===== src/hw/vscpu_pkg.sv =====
// VerySimpleCPU system package with word types, address map and FSM encodings
package vscpu_pkg;

    localparam int NUM_BANKS    = 2;        // Local memory banks
    localparam int BANK_WORDS   = 512;      // Words per bank
    localparam int BANK_OFF_W   = 9;        // Offset bits inside a bank
    localparam int BANK_SEL_W   = $clog2(NUM_BANKS);
    localparam int MAIN_WORDS   = 64;       // Main memory depth
    localparam int GPIO_IN_OFF  = 62;       // Main memory word that reads the input pins
    localparam int GPIO_OUT_OFF = 63;       // Main memory word that drives the output pins
    localparam int SHIFT_LIMIT  = 32;       // SRL turns into a left shift from here on

    typedef logic [31:0]           word_t;       // Data or instruction word
    typedef logic [13:0]           addr_t;       // Core word address
    typedef logic [BANK_OFF_W-1:0] bank_addr_t;  // Offset inside one bank
    typedef logic [5:0]            main_addr_t;  // Offset inside main memory
    typedef logic [10:0]           gpio_t;       // GPIO pins

    localparam addr_t MAIN_BASE = 14'h2000;  // First main memory word
    localparam addr_t DONE_ADDR = 14'h3FFF;  // A write here ends the run

    // Opcode field, standard VerySimpleCPU encoding
    typedef enum logic [2:0] {
        ADD  = 3'd0,
        NAND = 3'd1,
        SRL  = 3'd2,
        LT   = 3'd3,
        CP   = 3'd5,
        CPI  = 3'd6,
        BZJ  = 3'd4,
        MUL  = 3'd7
    } opcode_t;

    typedef enum logic [3:0] {
        IDLE,
        FETCH,
        DECODE,
        READ_A,     // mem[A], or the pointer for CPIi
        READ_B,     // mem[B]
        READ_IND,   // Second hop of plain CPI
        EXEC,
        WRITE,
        HALT        // One cycle after the done write
    } core_state_t;

endpackage


===== src/hw/main_memory.sv =====
// Main memory, 64 words with the top two words mapped to the GPIO pins
`timescale 1ns/1ps
`default_nettype none

module main_memory (
    input  logic                  clk_i,
    input  logic                  rst_i,
    input  logic                  we_i,
    input  vscpu_pkg::main_addr_t addr_i,
    input  vscpu_pkg::word_t      wdata_i,
    output vscpu_pkg::word_t      rdata_o,
    input  vscpu_pkg::gpio_t      gpio_i,
    output vscpu_pkg::gpio_t      gpio_o
);

    vscpu_pkg::word_t mem [vscpu_pkg::MAIN_WORDS];

    always_ff @(posedge clk_i) begin
        if (we_i)
            mem[addr_i] <= wdata_i;
        if (addr_i == vscpu_pkg::GPIO_IN_OFF)
            rdata_o <= vscpu_pkg::word_t'(gpio_i);   // Pins, zero-extended
        else
            rdata_o <= mem[addr_i];
    end

    // Output pins follow the last write to the output word
    always_ff @(posedge clk_i) begin
        if (rst_i)
            gpio_o <= '0;
        else if (we_i && addr_i == vscpu_pkg::GPIO_OUT_OFF)
            gpio_o <= vscpu_pkg::gpio_t'(wdata_i);
    end

endmodule

`default_nettype wire


===== config.mk =====
export PLATFORM = sky130hd
export DESIGN_NAME = main_memory
export DESIGN_NICKNAME = d
export VERILOG_FILES = /design/src/hw/vscpu_pkg.sv /design/src/hw/main_memory.sv
export SDC_FILE = /design/constraint.sdc
export NUM_CORES = 2
export LEC_CHECK = 0
export BUFFER_PORTS_ARGS = -buffer_cell sky130_fd_sc_hd__buf_2
export CAP_MARGIN = 20
export CORE_ASPECT_RATIO = 1.2
export CORE_MARGIN = 5
export CORE_UTILIZATION = 52
export CTS_CLUSTER_SIZE = 12
export DETAILED_ROUTE_END_ITERATION = 10
export PLACE_DENSITY = 0.68
export SYNTH_ARGS = -nofsm -noshare
export SYNTH_HDL_FRONTEND = slang
export SYNTH_SLANG_ARGS = --single-unit

===== constraint.sdc =====
create_clock -name clk_i -period 7.87 [get_ports clk_i]
set_input_delay 0.787 -clock clk_i [delete_from_list [all_inputs] [get_ports clk_i]]
set_output_delay 0.787 -clock clk_i [all_outputs]
set_load 0.02 [all_outputs]

==> impl_metrics.json <==
{
  "status": "completed",
  "worstSetupEndpointType": "flip-flop",
  "portBuffers": 94,
  "yosysTopAreaCell": "edfxtp_1",
  "fp.dieW_um": 368.4,
  "placedCellCount": 6080,
  "postCtsSetupBuffers": 0,
  "start_util_pct": 52.39,
  "cap_violations": 0,
  "synth_warnings": 0,
  "antenna_left": 0,
  "final_cells": 6434,
  "hp-class": "input pin to flip-flop",
  "dieArea_mm2": 0.1622,
  "synth_async_sr_flop_share_pct": 0,
  "clockBufferDepth": 3,
  "routedWlPerCell_um": 36.50,
  "wirelength_um": 234800,
  "max_freq_mhz": 233.0,
  "clk_pin_slew_worst_paths_ns": 0.06,
  "clkSinkCount": 2087,
  "grt_pass1_vias": 42250,
  "synth_ff_type": "edfxtp_1",
  "rsz0062_at_grt": "false",
  "fin_setup_tns_ns": 0,
  "crit_path_max_incr_delay_ns": 0.76,
  "synth_seq_cells": 2087,
  "cts.repair.resized": 0,
  "pre_cts_ws_ns": 3.021,
  "vias": 42880,
  "vias_per_cell": 6.664,
  "yosys.cell_types.count": 64,
  "die_h_um": 440.1,
  "synth-edff-count": 2044,
  "worst_pin_slew_ns": 1.184,
  "finalSetupViolCount": 0,
  "path_cells": "buf_8, buf_12, or2_2, buf_4, o22ai_1, o21ai_0, nand3_1, nor2_1, a31oi_1",
  "clk-insertion-delay-late_ns": 0.84,
  "yosys-top-cells-area": "edfxtp_1 77%, mux4_2 8.0%, mux2i_1 4.9%",
  "post-route-period-util_pct": 54.54,
  "synth.cell_area_mm2": 0.08017,
  "slowest_stage": "o21ai_0",
  "fin_crit_ns": 4.292,
  "yosys.area.top_type_share_pct": 76.56,
  "firstDrtPassIters": 8,
  "drc": 0,
  "syn-num-nets": 4146,
  "clock-root-buffer": "clkbuf_16",
  "critPathLaunchType": "input pin",
  "rows": 157,
  "dr.first_iter.drc_count": 6071,
  "io_pins": 95,
  "cts_tree": "built",
  "p_per_area_mw_per_mm2": 250.4,
  "grt_usage_pct": 28.90,
  "synth_cells": 4094,
  "cts_hold_buffers": 0,
  "place_area_mm2": 0.08352,
  "grt_overflow_total": 0,
  "avgSynthCellArea_um2": 19.58,
  "final_area_mm2": 0.08942,
  "seq_area_frac_synth_pct": 77.63,
  "fin_ws_ns": 3.578,
  "leakagePower_nw": 28.78,
  "core-area_mm2": 0.1530,
  "fill_cells": 10920,
  "cts_inserted_buffers": 198,
  "gp_congestion": 0.8651,
  "slew_viol_final": 0,
  "grt_pass1_wl_um": 327700,
  "grt_max_degree": 104,
  "hpwl_um": 136700,
  "syn_to_final_growth_pct": 11.54,
  "htree_levels": 4,
  "max-vdd-ir-drop_mv": 0.2410,
  "power.total_mw": 22.39,
  "antenna_found_initial": 11,
  "skew_ns": 0.02952,
  "path_max_fanout": 103,
  "layout-drive-gt1-share_pct": 20.00,
  "finalHoldViolCount": 0,
  "crit_required_ns": 8.52,
  "finalNetCount": 4350,
  "slew_headroom_pct": 21.06,
  "crit_type": "input pin to flip-flop",
  "critPathArrivalTime_ns": 4.95
}
[area by class of cell]
class | instances | area (µm²) | area share, %
Sequential cell | 2087 | 62240 | 69.60
Multi-Input combinational cell | 1755 | 17010 | 19.02
Clock buffer | 324 | 5604 | 6.267
Tap cell | 1987 | 2486 | 2.780
Timing Repair Buffer | 251 | 1857 | 2.076
Clock inverter | 18 | 185.2 | 0.2071
Inverter | 5 | 25.02 | 0.02798
Antenna cell | 7 | 17.52 | 0.01959
[cell usage in the layout, fill, tap and decap left out, types with 6 or more instances in the layout]
master	netlist	routed
edfxtp_1	2044	2044
mux2i_1	393	393
mux4_2	286	286
clkbuf_16	0	203
buf_4	53	142
nand2_1	143	141
a21oi_1	139	139
o21ai_0	129	129
nor2_1	193	126
clkbuf_1	64	114
o22ai_1	103	103
buf_2	96	91
nor2_4	0	63
nand3_1	45	44
dfxtp_1	43	43
mux2_2	36	36
a221oi_1	26	26
a31oi_1	22	22
a22oi_1	22	22
a221o_1	18	18
o221ai_1	17	17
o2bb2ai_1	16	16
a211oi_1	16	16
and2_1	14	14
buf_12	1	14
nand4_1	12	12
and3_1	12	11
o2111ai_1	10	10
a32oi_1	10	10
nand3b_1	9	9
o211ai_1	8	8
diode_2	0	7
nor2b_1	10	7
nor3_1	7	7
a211o_1	7	7
clkbuf_8	0	7
nor4_1	6	6
clkinv_1	1	6
[per-layer routing]
layer	GRT usage (%)	vias up	share of wire (%)
met3	6.172	578	10
li1	-	17150	-
met5	0	-	0
met1	37.35	22240	35
met2	45.02	2910	47
met4	18.54	0	7.6
[logic make-up (layout without fill, tap and decap cells)]
logic type / count (synthesis) / in the layout / synth area share, %
flip-flops: 2087 / 2087 / 77.63
multiplexers: 715 / 715 / 13.45
AO/OA/AOI/OAI: 571 / 571 / 4.562
AND/OR/NAND/NOR: 469 / 469 / 2.563
buffers and inverters: 252 / 598 / 1.795
other: 0 / 7 / 0
[power by group]
part / internal (mW) / switching (mW)
Combinational: 0.376 / 0.881
Sequential: 12.3 / 0.0540
Clock: 4.86 / 3.93
[synth_stat cells (22+ instances only)]
master,number
mux2i_1,393
a31oi_1,22
buf_2,96
dfxtp_1,43
nand3_1,45
edfxtp_1,2044
mux2_2,36
a22oi_1,22
clkbuf_1,64
buf_4,53
a221oi_1,26
o21ai_0,129
a21oi_1,139
nor2_1,193
mux4_2,286
nand2_1,143
o22ai_1,103
[sequential cells by signal, summed over array words and instances (netlist names)]
register  cells
rdata_o      32
mem        2044
gpio_o       11
[stage by stage]
step	utilization [%]	hold slack, ns
after floorplan	-	0.5283
after global placement	54.54	0.4604
after detailed placement	54.58	0.4507
after CTS	58.36	0.1943
after global routing	58.43	0.2486
final	58.44	0.2581
[worst max-delay path: cells and delay by family]
kind,cells,cell delay (ns)
and+or+nand+nor,3,1.17
AOI/OAI and AO/OA,3,1.10
buffers and inverters,3,1.51
[worst paths after layout]
path | slack (ns) | from | depth (start not counted) | to
setup reg to reg | 5.07 | mem[52][1] | 4 | rdata_o[1]
hold reg to reg | 0.45 | gpio_o[10] | 2 | gpio_o[10]
hold / removal | 0.26 | rst_i | 2 | gpio_o[5]
setup / recovery | 3.58 | addr_i[0] | 9 | rdata_o[27]
Note: power is estimated with default switching activity, not from simulation.
