File: config.mk
export PLATFORM = sky130hd
export DESIGN_NAME = mem_controller
export DESIGN_NICKNAME = d
export VERILOG_FILES = /design/src/hw/vscpu_pkg.sv /design/src/hw/mem_controller.sv
export SDC_FILE = /design/constraint.sdc
export NUM_CORES = 1
export LEC_CHECK = 0
export BUFFER_PORTS_ARGS = -buffer_cell sky130_fd_sc_hd__buf_2
export CAP_MARGIN = 20
export CORE_AREA = 5 5 132 134
export CTS_CLUSTER_DIAMETER = 30
export DETAILED_ROUTE_END_ITERATION = 7
export DIE_AREA = 0 0 137 139
export GPL_TIMING_DRIVEN = 0
export PLACE_DENSITY_LB_ADDON = 0.08
export SLEW_MARGIN = 40
export SYNTH_ARGS = -nofsm -noshare
export SYNTH_HDL_FRONTEND = slang
export SYNTH_SLANG_ARGS = --single-unit
File: constraint.sdc
create_clock -name clk_i -period 2.7 [get_ports clk_i]
set_input_delay 0.54 -clock clk_i [delete_from_list [all_inputs] [get_ports clk_i]]
set_output_delay 0.54 -clock clk_i [all_outputs]
set_load 0.1 [all_outputs]
File: src/hw/vscpu_pkg.sv
// VerySimpleCPU system package with word types, address map and FSM encodings
package vscpu_pkg;

    localparam int NUM_BANKS    = 2;        // Local memory banks
    localparam int BANK_WORDS   = 512;      // Words per bank
    localparam int BANK_OFF_W   = 9;        // Offset bits inside a bank
    localparam int BANK_SEL_W   = $clog2(NUM_BANKS);
    localparam int MAIN_WORDS   = 64;       // Main memory depth
    localparam int GPIO_IN_OFF  = 62;       // Main memory word that reads the input pins
    localparam int GPIO_OUT_OFF = 63;       // Main memory word that drives the output pins
    localparam int SHIFT_LIMIT  = 32;       // SRL turns into a left shift from here on

    typedef logic [31:0]           word_t;       // Data or instruction word
    typedef logic [13:0]           addr_t;       // Core word address
    typedef logic [BANK_OFF_W-1:0] bank_addr_t;  // Offset inside one bank
    typedef logic [5:0]            main_addr_t;  // Offset inside main memory
    typedef logic [10:0]           gpio_t;       // GPIO pins

    localparam addr_t MAIN_BASE = 14'h2000;  // First main memory word
    localparam addr_t DONE_ADDR = 14'h3FFF;  // A write here ends the run

    // Opcode field, standard VerySimpleCPU encoding
    typedef enum logic [2:0] {
        ADD  = 3'd0,
        NAND = 3'd1,
        SRL  = 3'd2,
        LT   = 3'd3,
        CP   = 3'd5,
        CPI  = 3'd6,
        BZJ  = 3'd4,
        MUL  = 3'd7
    } opcode_t;

    typedef enum logic [3:0] {
        IDLE,
        FETCH,
        DECODE,
        READ_A,     // mem[A], or the pointer for CPIi
        READ_B,     // mem[B]
        READ_IND,   // Second hop of plain CPI
        EXEC,
        WRITE,
        HALT        // One cycle after the done write
    } core_state_t;

endpackage

File: src/hw/mem_controller.sv
// Memory controller, routes core or host requests by address and keeps run and done
`timescale 1ns/1ps
`default_nettype none

module mem_controller (
    input  logic                            clk_i,
    input  logic                            rst_i,
    input  logic                            start_i,
    input  logic                            host_we_i,     // Ignored while running
    input  vscpu_pkg::addr_t                host_addr_i,
    input  vscpu_pkg::word_t                host_wdata_i,
    output vscpu_pkg::word_t                host_rdata_o,
    output logic                            done_o,
    output logic                            run_o,
    input  logic                            mem_req_i,     // Core side
    input  logic                            mem_we_i,
    input  vscpu_pkg::addr_t                mem_addr_i,
    input  vscpu_pkg::word_t                mem_wdata_i,
    output logic                            mem_vld_o,
    output vscpu_pkg::word_t                mem_rdata_o,
    output logic [vscpu_pkg::NUM_BANKS-1:0] bank_en_o,
    output logic [vscpu_pkg::NUM_BANKS-1:0] bank_we_o,
    output vscpu_pkg::bank_addr_t           bank_addr_o,
    output vscpu_pkg::word_t                bank_wdata_o,
    input  vscpu_pkg::word_t                bank_rdata_i [vscpu_pkg::NUM_BANKS],
    output logic                            main_we_o,
    output vscpu_pkg::main_addr_t           main_addr_o,
    output vscpu_pkg::word_t                main_wdata_o,
    input  vscpu_pkg::word_t                main_rdata_i
);

    logic                              run_q;
    logic                              done_q;
    logic                              vld_q;
    logic                              req;
    logic                              we;
    vscpu_pkg::addr_t                  addr;
    vscpu_pkg::word_t                  wdata;
    logic                              in_bank;
    logic                              in_main;
    logic                              in_done;
    logic [vscpu_pkg::BANK_SEL_W-1:0]  bank_idx;
    logic [vscpu_pkg::BANK_SEL_W-1:0]  bank_idx_q;
    logic                              sel_bank_q;
    logic                              sel_main_q;
    logic                              sel_done_q;
    vscpu_pkg::word_t                  rdata;

    // Requester mux, host reads every cycle while idle
    assign req   = run_q ? mem_req_i : 1'b1;
    assign we    = run_q ? (mem_req_i & mem_we_i) : host_we_i;
    assign addr  = run_q ? mem_addr_i : host_addr_i;
    assign wdata = run_q ? mem_wdata_i : host_wdata_i;

    // Region decode
    assign in_bank  = addr < vscpu_pkg::NUM_BANKS * vscpu_pkg::BANK_WORDS;
    assign in_main  = addr >= vscpu_pkg::MAIN_BASE &&
                      addr < vscpu_pkg::MAIN_BASE + vscpu_pkg::MAIN_WORDS;
    assign in_done  = (addr == vscpu_pkg::DONE_ADDR);
    assign bank_idx = addr[vscpu_pkg::BANK_OFF_W +: vscpu_pkg::BANK_SEL_W];

    always_comb begin
        for (int i = 0; i < vscpu_pkg::NUM_BANKS; i++) begin
            bank_en_o[i] = req && in_bank && (bank_idx == i);
            bank_we_o[i] = we && in_bank && (bank_idx == i);
        end
    end

    assign bank_addr_o  = vscpu_pkg::bank_addr_t'(addr);   // Shared by all banks
    assign bank_wdata_o = wdata;
    assign main_we_o    = we && in_main;
    assign main_addr_o  = vscpu_pkg::main_addr_t'(addr);
    assign main_wdata_o = wdata;

    always_ff @(posedge clk_i) begin
        if (rst_i) begin
            run_q  <= 1'b0;
            done_q <= 1'b0;
            vld_q  <= 1'b0;
        end else begin
            vld_q <= run_q && mem_req_i;                     // Every region answers in one cycle
            if (start_i && !run_q) begin
                run_q  <= 1'b1;
                done_q <= 1'b0;
            end else if (run_q && mem_req_i && mem_we_i && in_done) begin
                run_q  <= 1'b0;                              // Core halts itself
                done_q <= 1'b1;
            end
        end
    end

    // Region of the access in flight, steers the read data back
    always_ff @(posedge clk_i) begin
        sel_bank_q <= in_bank;
        sel_main_q <= in_main;
        sel_done_q <= in_done;
        bank_idx_q <= bank_idx;
    end

    always_comb begin
        if (sel_bank_q)
            rdata = bank_rdata_i[bank_idx_q];
        else if (sel_main_q)
            rdata = main_rdata_i;
        else if (sel_done_q)
            rdata = vscpu_pkg::word_t'(done_q);
        else
            rdata = '0;   // Unmapped
    end

    assign mem_rdata_o  = rdata;
    assign mem_vld_o    = vld_q;
    assign host_rdata_o = rdata;
    assign done_o       = done_q;
    assign run_o        = run_q | start_i;   // Lets the core leave IDLE on the start edge

endmodule

`default_nettype wire

==> metrics.md <==
| Metric | Value |
|---|---|
| Routability congestion estimate | around 0.85 |
| Syn nets | 458 |
| Rows | 47 |
| Largest net degree at the start of global routing | 11 |
| Vias in the first global route | between 3000 and 4000 |
| P_leak | 2.67 nW |
| Layout Cells excl Fill | around 830 |
| Total global-route track usage | 0.121 |
| Syn Area/Cell | 8.31 um2 |
| Initial Utilization | 0.136 |
| Area grow syn2layout | 110% |
| Pwr per Cell Area | around 440 mW/mm2 |
| WL per Instance | 15.6 um |
| Clk buf depth | 2 |
| Seq cells post-synth | 7 |
| Top Ports | between 300 and 400 |
| Final WL | roughly 13 mm |
| Die width | ~140 um |
| Slew HR | 0.545 |
| Ranking of synthesized cells by area | mux2_2 (34%), buf_4 (27%), a22o_1 (12%) |
| CTS buffer count | 3 |
| Antenna violations before repair | 1 |
| RR Startpoint | run_q$_SDFFE_PP0P_ |
| R2R cell count | 5 |
| Total number of vias | between 3000 and 4000 |
| Hold WC Path Type | reg -> reg |
| Layout fillers | 1798 |
| FF-to-FF End | done_o$_SDFFE_PP0P_ |
| Post-CTS setup buffer count | 0 |
| Required time of the critical path | 2.16 ns |
| Design Area, Final | around 0.0046 mm2 |
| Detailed Routing Iterations Pass 1 | 4 |
| Clock Power Share | 0.124 |
| NumNets Final | around 810 |
| Distinct cell type count after synthesis | 28 |
| Mapped cell area | between 0.002 and 0.0025 mm2 |
| Yosys top cell area share | 0.344 |
| Final Cycle Share | 0.959 |
| DP Worst Slack | -0.227 ns |
| Worst-path fanout max | 10 |
| Register area share after synthesis | 0.0639 |
| Die area | 0.0190 mm2 |
| GRT overflow | 0 |
| Max VDD drop | between 200 and 300 uV |
| Fin util | 0.285 |
| Clock Latency Late Sink | between 0.2 and 0.25 ns |
| Worst hold start | done_o$_SDFFE_PP0P_ |
| Antenna Nets Post-Route | 0 |
| Core footprint | 0.0162 mm2 |
| Post-detail-place hpwl | roughly 12 mm |
| Unrepaired setup endpoints after global routing | false |
| Die Ht | 139 um |
| Flop2flop setup slack | 0.87 ns |
| PostCTS Resize Cnt | 45 |
| Post-CTS Hold Buffers | 0 |
| Max_cap viols | 0 |
| Crit end category | output port |
| Comb pwr share | 0.820 |
| Switching share of power | 0.630 |
| Final Hold Fails | 0 |
| Worst-path clk slew | 0.04 ns |
| Peak Freq | between 0.3 and 0.4 GHz |
| Placed Area | between 0.004 and 0.005 mm2 |
| Outcome | completed |
| Launch point of the worst path | run_q$_SDFFE_PP0P_ |
| Sequential Power Share | 0.056 |
| Clock root buffer | clkbuf_16 |
| Crit path capture | main_wdata_o[25] |
| Layout cell share with drive strength beyond 1 | 0.894 |
| Total power | 2.01 mW |
| H-tree depth | 1 |
| Crit path kind | reg -> out |
| Worst setup margin | about 0.11 ns |
| Least-Margin Pin Slew | 0.677 ns |
| CTS tree | yes |
| CTS sink cnt | 7 |
| Total negative slack | 0 ns |
| Final slew viol count | 0 |
| First-pass GRT wire length | between 15 and 20 mm |
| Cell taking the most area after synthesis | mux2_2 |
| Clock Skews | 0.00224 ns |
| Cells after Synth | between 200 and 300 |
| Hold slack | approximately 0.46 ns |
| CP arrival | slightly above 2 ns |
| Initial drt markers | 50 |
| Dpl cells | about 830 |
| Port-buffer cells | 344 |
| Sw power | roughly 1.3 mW |
| Final setup violation count | 0 |
| Min cycle time layout | roughly 2.6 ns |
| Int Pwr | about 0.74 mW |
| Drt drc | 0 |
| Crit path launch type | flip-flop |
| Yosys warnings | 0 |
| Vias/cell | 3.81 |
[kinds of logic (layout without fill, tap and decap cells)]
group | Yosys count | in the layout | share of synthesized area
other | 0 | 1 | 0
AO/OA/AOI/OAI | 42 | 42 | 0.153
buffers and inverters | 104 | 451 | 0.319
multiplexers | 74 | 74 | 0.376
AND/OR/NAND/NOR | 37 | 37 | 0.0884
flip-flops | 7 | 7 | 0.0639
[synthesized netlist by cell type (all sizes together)]
cell and count:
a21oi 5, and3 1, inv 8, or2 1, nor2b 2, a211oi 2
or3 1, or4 1, nand3b 1, mux2 67, nand2b 2, a22o 30
buf 84, o21ai 3, nor3 8, a21boi 1, mux2i 7, dfxtp 7
nand3 4, nor2 6, nand2 7, clkbuf 12, o211a 1, or4b 1
nor4 2
[sequential cells by signal, summed over array words and instances, names as in the netlist]
signal,cells
bank_idx_q,1
done_o,1
mem_vld_o,1
run_q,1
sel_bank_q,1
sel_done_q,1
sel_main_q,1
[power by group through the flow]
| stage | sequential (mW) | clock, mW | combinational, mW |
|---|---|---|---|
| 3_5_place_dp | 0.111 | 0 | 1.62 |
| 2_1_floorplan | 0.114 | 0 | 1.31 |
| 4_1_cts | 0.112 | 0.258 | 1.65 |
| 5_1_grt | 0.112 | 0.264 | 1.71 |
| 3_3_place_gp | 0.111 | 0 | 1.62 |
| 6_report | 0.112 | 0.250 | 1.65 |
[layer usage]
layer / track usage / wire length [um] / vias to the layer above
li1: - / - / 1565
met1: 0.131 / 4500 / 1399
met2: 0.234 / 6850 / 191
met3: 0.0319 / 1420 / 16
met4: 0.0210 / 187 / 0
met5: 0 / 0 / -
[how the worst min path moves through the flow]
stage | end | slack, ns | cells past startpoint
after floorplan | mem_vld_o$_SDFF_PP0_ | 0.69 | 1
after global placement | done_o$_SDFFE_PP0P_ | 0.46 | 2
after detailed placement | done_o$_SDFFE_PP0P_ | 0.46 | 2
after CTS | done_o$_SDFFE_PP0P_ | 0.47 | 2
after global routing | done_o$_SDFFE_PP0P_ | 0.49 | 2
final | done_o$_SDFFE_PP0P_ | 0.46 | 2
[layout make-up]
class	instances	area, um2	share of cell area
repair buffers	344	1860	0.404
multi-input cells	153	1510	0.328
plain buffers	95	708	0.154
well taps	220	275	0.0598
flip-flops and latches	7	140	0.0305
clock buffers	4	78.8	0.0171
inverters	8	30.0	0.00653
diodes	1	2.50	0.000544
[critical path: stages, from the launching register on]
cell and delay, ns:
dfxtp_1 0.35, buf_6 0.16, clkbuf_4 0.22, buf_6 0.18
buf_6 0.17, mux2_2 0.37, buf_4 0.13, buf_4 0.22
[cell usage in the layout, fill, tap and decap left out, types with 2 or more instances in the layout]
cell / Yosys / final
a22o_2: 0 / 28
nor3_1: 8 / 4
mux2i_1: 7 / 6
buf_2: 4 / 291
a22o_1: 30 / 2
inv_1: 8 / 8
nand3_1: 4 / 4
nor2_1: 6 / 6
nor3_4: 0 / 2
buf_4: 79 / 113
nor4_1: 2 / 2
clkbuf_2: 0 / 8
a21oi_1: 5 / 4
clkbuf_16: 0 / 3
nand2_1: 7 / 7
nor3_2: 0 / 2
dfxtp_1: 7 / 7
buf_6: 1 / 6
mux2_2: 67 / 47
mux2_4: 0 / 20
o21ai_1: 1 / 2
a211oi_1: 2 / 2
clkbuf_1: 12 / 2
clkbuf_4: 0 / 20
Power figures use the tool's default switching activity.
