### src/hw/vscpu_pkg.sv
// VerySimpleCPU system package with word types, address map and FSM encodings
package vscpu_pkg;

    localparam int NUM_BANKS    = 2;        // Local memory banks
    localparam int BANK_WORDS   = 512;      // Words per bank
    localparam int BANK_OFF_W   = 9;        // Offset bits inside a bank
    localparam int BANK_SEL_W   = $clog2(NUM_BANKS);
    localparam int MAIN_WORDS   = 64;       // Main memory depth
    localparam int GPIO_IN_OFF  = 62;       // Main memory word that reads the input pins
    localparam int GPIO_OUT_OFF = 63;       // Main memory word that drives the output pins
    localparam int SHIFT_LIMIT  = 32;       // SRL turns into a left shift from here on

    typedef logic [31:0]           word_t;       // Data or instruction word
    typedef logic [13:0]           addr_t;       // Core word address
    typedef logic [BANK_OFF_W-1:0] bank_addr_t;  // Offset inside one bank
    typedef logic [5:0]            main_addr_t;  // Offset inside main memory
    typedef logic [10:0]           gpio_t;       // GPIO pins

    localparam addr_t MAIN_BASE = 14'h2000;  // First main memory word
    localparam addr_t DONE_ADDR = 14'h3FFF;  // A write here ends the run

    // Opcode field, standard VerySimpleCPU encoding
    typedef enum logic [2:0] {
        ADD  = 3'd0,
        NAND = 3'd1,
        SRL  = 3'd2,
        LT   = 3'd3,
        CP   = 3'd5,
        CPI  = 3'd6,
        BZJ  = 3'd4,
        MUL  = 3'd7
    } opcode_t;

    typedef enum logic [3:0] {
        IDLE,
        FETCH,
        DECODE,
        READ_A,     // mem[A], or the pointer for CPIi
        READ_B,     // mem[B]
        READ_IND,   // Second hop of plain CPI
        EXEC,
        WRITE,
        HALT        // One cycle after the done write
    } core_state_t;

endpackage

### src/hw/vscpu_core.sv
// VerySimpleCPU core, multi-cycle fetch, operand read, execute and write-back FSM
`timescale 1ns/1ps
`default_nettype none

module vscpu_core (
    input  logic             clk_i,
    input  logic             rst_i,
    input  logic             run_i,        // High while the controller lets the core run
    output logic             mem_req_o,    // One-cycle request strobe
    output logic             mem_we_o,
    output vscpu_pkg::addr_t mem_addr_o,
    output vscpu_pkg::word_t mem_wdata_o,
    input  logic             mem_vld_i,    // Answer, one cycle after the request
    input  vscpu_pkg::word_t mem_rdata_i
);

    vscpu_pkg::core_state_t state_q;
    vscpu_pkg::core_state_t state_d;
    logic                   wait_q;   // Request out, answer pending
    vscpu_pkg::addr_t       pc_q;
    vscpu_pkg::word_t       ir_q;
    vscpu_pkg::word_t       a_q;      // mem[A]
    vscpu_pkg::word_t       b_q;      // mem[B], or mem[mem[B]] after the indirect read
    vscpu_pkg::word_t       res_q;
    vscpu_pkg::addr_t       dst_q;

    vscpu_pkg::opcode_t     op;
    logic                   imm;
    vscpu_pkg::addr_t       a_fld;
    vscpu_pkg::addr_t       b_fld;
    vscpu_pkg::word_t       b_imm;
    vscpu_pkg::word_t       op2;
    vscpu_pkg::word_t       result;

    // Instruction fields
    assign op    = vscpu_pkg::opcode_t'(ir_q[31:29]);
    assign imm   = ir_q[28];
    assign a_fld = ir_q[27:14];
    assign b_fld = ir_q[13:0];
    assign b_imm = vscpu_pkg::word_t'(b_fld);   // Zero-extended
    assign op2   = imm ? b_imm : b_q;           // Second operand

    // ALU
    always_comb begin
        case (op)
            vscpu_pkg::ADD:  result = a_q + op2;
            vscpu_pkg::NAND: result = ~(a_q & op2);
            vscpu_pkg::SRL: begin
                if (op2 < vscpu_pkg::SHIFT_LIMIT)
                    result = a_q >> op2;
                else
                    result = a_q << (op2 - vscpu_pkg::SHIFT_LIMIT);
            end
            vscpu_pkg::LT:   result = (a_q < op2) ? 32'd1 : 32'd0;
            vscpu_pkg::CP:   result = op2;                // CPi stores B itself
            vscpu_pkg::MUL:  result = a_q * op2;          // Low 32 bits only
            default:         result = b_q;                // Both CPI forms copy b_q
        endcase
    end

    // Next state
    always_comb begin
        state_d = state_q;
        case (state_q)
            vscpu_pkg::IDLE:  if (run_i) state_d = vscpu_pkg::FETCH;
            vscpu_pkg::FETCH: if (mem_vld_i) state_d = vscpu_pkg::DECODE;
            vscpu_pkg::DECODE: begin
                if (op == vscpu_pkg::CP && imm)
                    state_d = vscpu_pkg::EXEC;           // Nothing to read
                else if (op == vscpu_pkg::CP || (op == vscpu_pkg::CPI && !imm))
                    state_d = vscpu_pkg::READ_B;         // mem[A] not needed
                else
                    state_d = vscpu_pkg::READ_A;
            end
            vscpu_pkg::READ_A: begin
                if (mem_vld_i)
                    state_d = (imm && op != vscpu_pkg::CPI) ? vscpu_pkg::EXEC
                                                            : vscpu_pkg::READ_B;
            end
            vscpu_pkg::READ_B: begin
                if (mem_vld_i)
                    state_d = (op == vscpu_pkg::CPI && !imm) ? vscpu_pkg::READ_IND
                                                             : vscpu_pkg::EXEC;
            end
            vscpu_pkg::READ_IND: if (mem_vld_i) state_d = vscpu_pkg::EXEC;
            vscpu_pkg::EXEC: begin
                state_d = (op == vscpu_pkg::BZJ) ? vscpu_pkg::FETCH : vscpu_pkg::WRITE;
            end
            vscpu_pkg::WRITE: begin
                if (mem_vld_i)
                    state_d = (dst_q == vscpu_pkg::DONE_ADDR) ? vscpu_pkg::HALT
                                                              : vscpu_pkg::FETCH;
            end
            default: state_d = vscpu_pkg::IDLE;
        endcase
        // Run dropped by the controller
        if (!run_i && state_d != vscpu_pkg::HALT)
            state_d = vscpu_pkg::IDLE;
    end

    always_ff @(posedge clk_i) begin
        if (rst_i) begin
            state_q <= vscpu_pkg::IDLE;
            wait_q  <= 1'b0;
        end else begin
            state_q <= state_d;
            if (mem_req_o)
                wait_q <= 1'b1;
            else if (mem_vld_i)
                wait_q <= 1'b0;
        end
    end

    // Datapath registers
    always_ff @(posedge clk_i) begin
        if (state_q == vscpu_pkg::IDLE)
            pc_q <= '0;                                   // Every run starts at 0
        if (mem_vld_i) begin
            case (state_q)
                vscpu_pkg::FETCH:    ir_q <= mem_rdata_i;
                vscpu_pkg::READ_A:   a_q  <= mem_rdata_i;
                vscpu_pkg::READ_B:   b_q  <= mem_rdata_i;
                vscpu_pkg::READ_IND: b_q  <= mem_rdata_i;
                vscpu_pkg::WRITE:    pc_q <= pc_q + 1'b1;
                default: ;
            endcase
        end
        if (state_q == vscpu_pkg::EXEC) begin
            res_q <= result;
            // CPIi stores through the pointer held at A
            dst_q <= (op == vscpu_pkg::CPI && imm) ? vscpu_pkg::addr_t'(a_q) : a_fld;
            if (op == vscpu_pkg::BZJ) begin
                if (imm)
                    pc_q <= vscpu_pkg::addr_t'(a_q + b_imm);
                else if (b_q == '0)
                    pc_q <= vscpu_pkg::addr_t'(a_q);
                else
                    pc_q <= pc_q + 1'b1;
            end
        end
    end

    // Memory request
    assign mem_req_o   = !wait_q && (state_q inside {vscpu_pkg::FETCH, vscpu_pkg::READ_A,
                         vscpu_pkg::READ_B, vscpu_pkg::READ_IND, vscpu_pkg::WRITE});
    assign mem_we_o    = (state_q == vscpu_pkg::WRITE);
    assign mem_wdata_o = res_q;

    always_comb begin
        case (state_q)
            vscpu_pkg::READ_A:   mem_addr_o = a_fld;
            vscpu_pkg::READ_B:   mem_addr_o = b_fld;
            vscpu_pkg::READ_IND: mem_addr_o = vscpu_pkg::addr_t'(b_q);   // Pointer from mem[B]
            vscpu_pkg::WRITE:    mem_addr_o = dst_q;
            default:             mem_addr_o = pc_q;
        endcase
    end

endmodule

`default_nettype wire

### config.mk
export PLATFORM = sky130hd
export DESIGN_NAME = vscpu_core
export DESIGN_NICKNAME = d
export VERILOG_FILES = /design/src/hw/vscpu_pkg.sv /design/src/hw/vscpu_core.sv
export SDC_FILE = /design/constraint.sdc
export NUM_CORES = 2
export LEC_CHECK = 0
export BUFFER_PORTS_ARGS = -buffer_cell sky130_fd_sc_hd__buf_2
export CAP_MARGIN = 5
export CORE_MARGIN = 2
export CORE_UTILIZATION = 65
export DETAILED_ROUTE_END_ITERATION = 16
export PLACE_DENSITY = 0.83
export SLEW_MARGIN = 10
export SYNTH_ARGS = -nofsm -noshare
export SYNTH_HDL_FRONTEND = slang
export SYNTH_SLANG_ARGS = --single-unit
### constraint.sdc
create_clock -name clk_i -period 11 [get_ports clk_i]
set_clock_uncertainty 0.1 [all_clocks]
set_input_delay 0.55 -clock clk_i [delete_from_list [all_inputs] [get_ports clk_i]]
set_output_delay 0.55 -clock clk_i [all_outputs]
set_load 0.02 [all_outputs]
==> results by group <==
Outcome
  • Outcome: finished, final reports clean

Global routing
  • Largest net degree at the start of global routing: 56
  • First-pass GRT wire length: 192000 um
  • Number of global-route vias before repair: 30309
  • Total congestion overflow: 0
  • GRT Overall Usage: 53.2%
  • Antenna violations before repair: 3

Worst setup path
  • Critical Path Fanout Max: 46
  • CP Class: reg -> reg
  • Reg2Reg Depth: 26
  • R2r startpoint: ir_q[28]$_DFFE_PP_
  • CP dominant cell by count: fa_1
  • WP data required: 11.13 ns
  • Slowest CP cell: edfxtp_1
  • Launching element type of the critical path: flop
  • Worst Setup End Kind: flop
  • R2R setup slack: 0.91 ns
  • Critical path data arrival time: 10.21 ns
  • Critical Path Max Stage Delay: 0.87 ns
  • Reg-to-reg endpoint: mem_wdata_o[31]$_DFFE_PN_

STA
  • Max-Slew Margin vs Limit: 8.82%
  • Hold Vio Cnt, Final: 0
  • Slew Limit Fails: 0
  • Final period utilization: 91.7%
  • Max Clk Rate: 0.0991 GHz
  • RSZ-0062 raised after global routing: no
  • Worst hold slack: 0.193 ns
  • Final Critical Period: 10.09 ns
  • Setup TNS: 0 ns
  • Finish-stage setup viols: 0
  • Setup ws final: 0.914 ns
  • Worst slew pin tran: 1.37 ns

Floorplan
  • Initial Util: 65.9%
  • Row count: 79
  • Die W: 221 um
  • Die height: 221 um
  • Placeable Area: 0.0466 sq mm
  • Die Area: 0.0490 sq mm
  • Top Ports: 84

Clock tree
  • Post_cts resized: 0
  • Setup Fix Bufs, Post-CTS: 0
  • Cts-stage hold buffer count: 0
  • Bufs on Longest Clock Path: 2
  • H-tree depth: 4
  • CTS tree: yes
  • Number of CTS-inserted buffers: 17
  • Root Buffer: clkbuf_16
  • CTS sink count: 161
  • Clock Pin Slew Worst Setup and Hold Paths: 0.09 ns
  • Worst-skew pair later-pin latency: 0.47 ns

Synthesis
  • Simple-gate portion of the synthesized area: 18.1%
  • EDFF count, synth: 142
  • Post-synthesis async set-or-reset flop share: 0%
  • Post-Synth XOR/XNOR Area: 3.66%
  • Avg Inst Size Synth: 8.78 sq um
  • Post-synthesis compound-gate area fraction: 12.7%
  • Seq/Total Area, Yosys: 15.1%
  • Synth Register Bits: 161
  • Post-synthesis cell type count: 86
  • Syn nets: 4152
  • Synth Instances: 3494
  • Multiplexer share of the synthesized area: 6.58%
  • Synth Area in Adders: 35.4%
  • Synth Flop Type: edfxtp_1
  • Main combinational cell family by area after synthesis: adder cells
  • Synth Cell Area: 0.0307 sq mm
  • Synth Warn #: 0

Layout
  • Share of post-route cells with drive strength above 1: 8.40%
  • Multi-input combinational cell area: 0.0235 sq mm
  • Fin util: 69.5%
  • Layout fillers: 3384
  • FF+latch area: 0.00464 sq mm
  • Layout area overhead: 5.39%
  • Nets: 4121

Placed design
  • Port-buffer cells: 83
  • Worst slack at placement: 1.37 ns
  • GP Congestion: 1.07
  • HPWL after detailed placement: 96500 um

Routing
  • DRC violations left: 0
  • Pre-antenna DRT Iters: 8
  • Final ANT Viol Nets: 0
  • Drt wl/cell: 31.8 um
  • Routed wire length: 130000 um
  • Via count: 29363
  • Via-to-Cell Ratio: 7.18
  • Initial DRC count: 4591

Power
  • Pleak: 14.4 nW
  • Worst VDD drop: 0.000131 V
  • PD cells: 99.5 mW/mm^2
  • Total Power: 3.22 mW

Hold path
  • Worst hold path class: in -> reg
  • Hold Crit Depth: 2
  • Hold_sp: rst_i
  • Worst hold path endpoint: state_q[3]$_SDFF_PP0_

Job
  • Maxcap violations: 0
## logic make-up (layout without fill, tap and decap cells)
group	after synthesis	in the layout
compound gates	608	608
simple gates	1138	1138
mux	160	160
xor+xnor	122	122
other cells	0	7
fa+ha+maj	622	622
buf+inv	683	665
flops	161	161
## power breakdown
group	switching (mW)	leakage, nW	internal, mW
Sequential	0.00551	1.43	0.673
Combinational	1.15	12.7	0.764
Clock	0.298	0.276	0.324
Total	1.46	14.4	1.76
## worst max-delay path by stage
stage / to / slack [ns] / from
2_1_floorplan: mem_wdata_o[27]$_DFFE_PN_ / 2.50 / ir_q[28]$_DFFE_PP_
3_3_place_gp: mem_wdata_o[31]$_DFFE_PN_ / 1.61 / ir_q[28]$_DFFE_PP_
3_5_place_dp: mem_wdata_o[22]$_DFFE_PN_ / 1.37 / ir_q[28]$_DFFE_PP_
4_1_cts: mem_wdata_o[22]$_DFFE_PN_ / 1.33 / ir_q[28]$_DFFE_PP_
5_1_grt: mem_wdata_o[22]$_DFFE_PN_ / 0.84 / ir_q[28]$_DFFE_PP_
6_report: mem_wdata_o[31]$_DFFE_PN_ / 0.91 / ir_q[28]$_DFFE_PP_
## routing by layer
metal	vias up	part of all wire, %	track usage [%]
li1	11566	-	-
met1	13920	33	64.4
met2	2911	41	75.9
met3	966	16	19.4
met4	0	11	44.1
met5	-	0	0
## worst max-delay path, delay by kind of cell, from the launching register on
family	cells	cell delay (ns)
xor+xnor	1	0.19
simple gates	4	0.47
buf+inv	6	1.83
fa+ha+maj	10	4.96
compound gates	4	1.23
flops	1	0.87
mux	1	0.18
## registers in the layout, indices dropped and copies added (netlist names)
register     count
a_q             32
b_q             32
dst_q           14
ir_q            32
mem_wdata_o     32
pc_q            14
state_q          4
wait_q           1
## layout make-up
cell class | count | area share [%]
clock inverter | 12 | 0.375
clock buffer | 20 | 1.38
inverter | 459 | 5.33
timing repair buffer | 174 | 3.40
sequential | 161 | 14.4
antenna | 7 | 0.0542
multi-input combinational | 2650 | 72.8
tap | 607 | 2.35
## stage by stage
stage,cells,cell area [sq um]
floorplan,3494,30700
global placement,4051,31800
detailed placement,4051,31800
CTS,4083,32300
global route,4085,32300
finish,4090,32300
## cells in the mapped netlist, types with 9 or more instances
library cell / instances / area [sq um]
inv_1: 453 / 1700
fa_1: 410 / 8210
nand2_1: 344 / 1290
nor2_1: 279 / 1050
and2_1: 257 / 1610
ha_1: 212 / 2650
clkbuf_1: 199 / 747
a21oi_1: 173 / 866
o21ai_0: 144 / 721
edfxtp_1: 142 / 4260
mux2i_1: 108 / 1080
xnor2_1: 90 / 788
nor3_1: 55 / 275
o22ai_1: 34 / 213
mux4_2: 31 / 698
nor2b_1: 29 / 181
xor2_1: 28 / 245
or3_1: 27 / 169
a21o_1: 26 / 195
nand3_1: 26 / 130
a211oi_1: 24 / 180
mux2_2: 20 / 225
nor4_1: 20 / 125
dfxtp_1: 19 / 380
a31oi_1: 18 / 113
nand4_1: 18 / 113
and3_1: 17 / 106
nand2b_1: 17 / 106
o211ai_1: 17 / 128
nand3b_1: 14 / 105
o21a_1: 14 / 105
a22oi_1: 13 / 97.6
buf_1: 13 / 48.8
a221oi_1: 12 / 105
a221o_1: 10 / 100
o31ai_1: 10 / 75.1
a22o_1: 9 / 78.8
a32oi_1: 9 / 78.8
buf_2: 9 / 45.0
## layout by cell type, fill, tap and decap left out, drive strengths merged, types with 12 or more instances in the layout
master and count:
a31oi 18, nand3 26, and2 257, mux4 31
mux2i 109, nor2 279, buf 174, nand2 344
nand2b 17, o211ai 17, nor2b 29, a211oi 24
and3 17, xnor2 90, o21ai 147, edfxtp 142
a221oi 12, a21o 26, or3 27, nand3b 14
fa 410, xor2 28, inv 463, ha 212
nor3 58, a21oi 173, nor4 20, dfxtp 19
o21a 14, clkbuf 20, nand4 18, o22ai 34
a22oi 13, mux2 20
(Power assumes the default switching activity.)
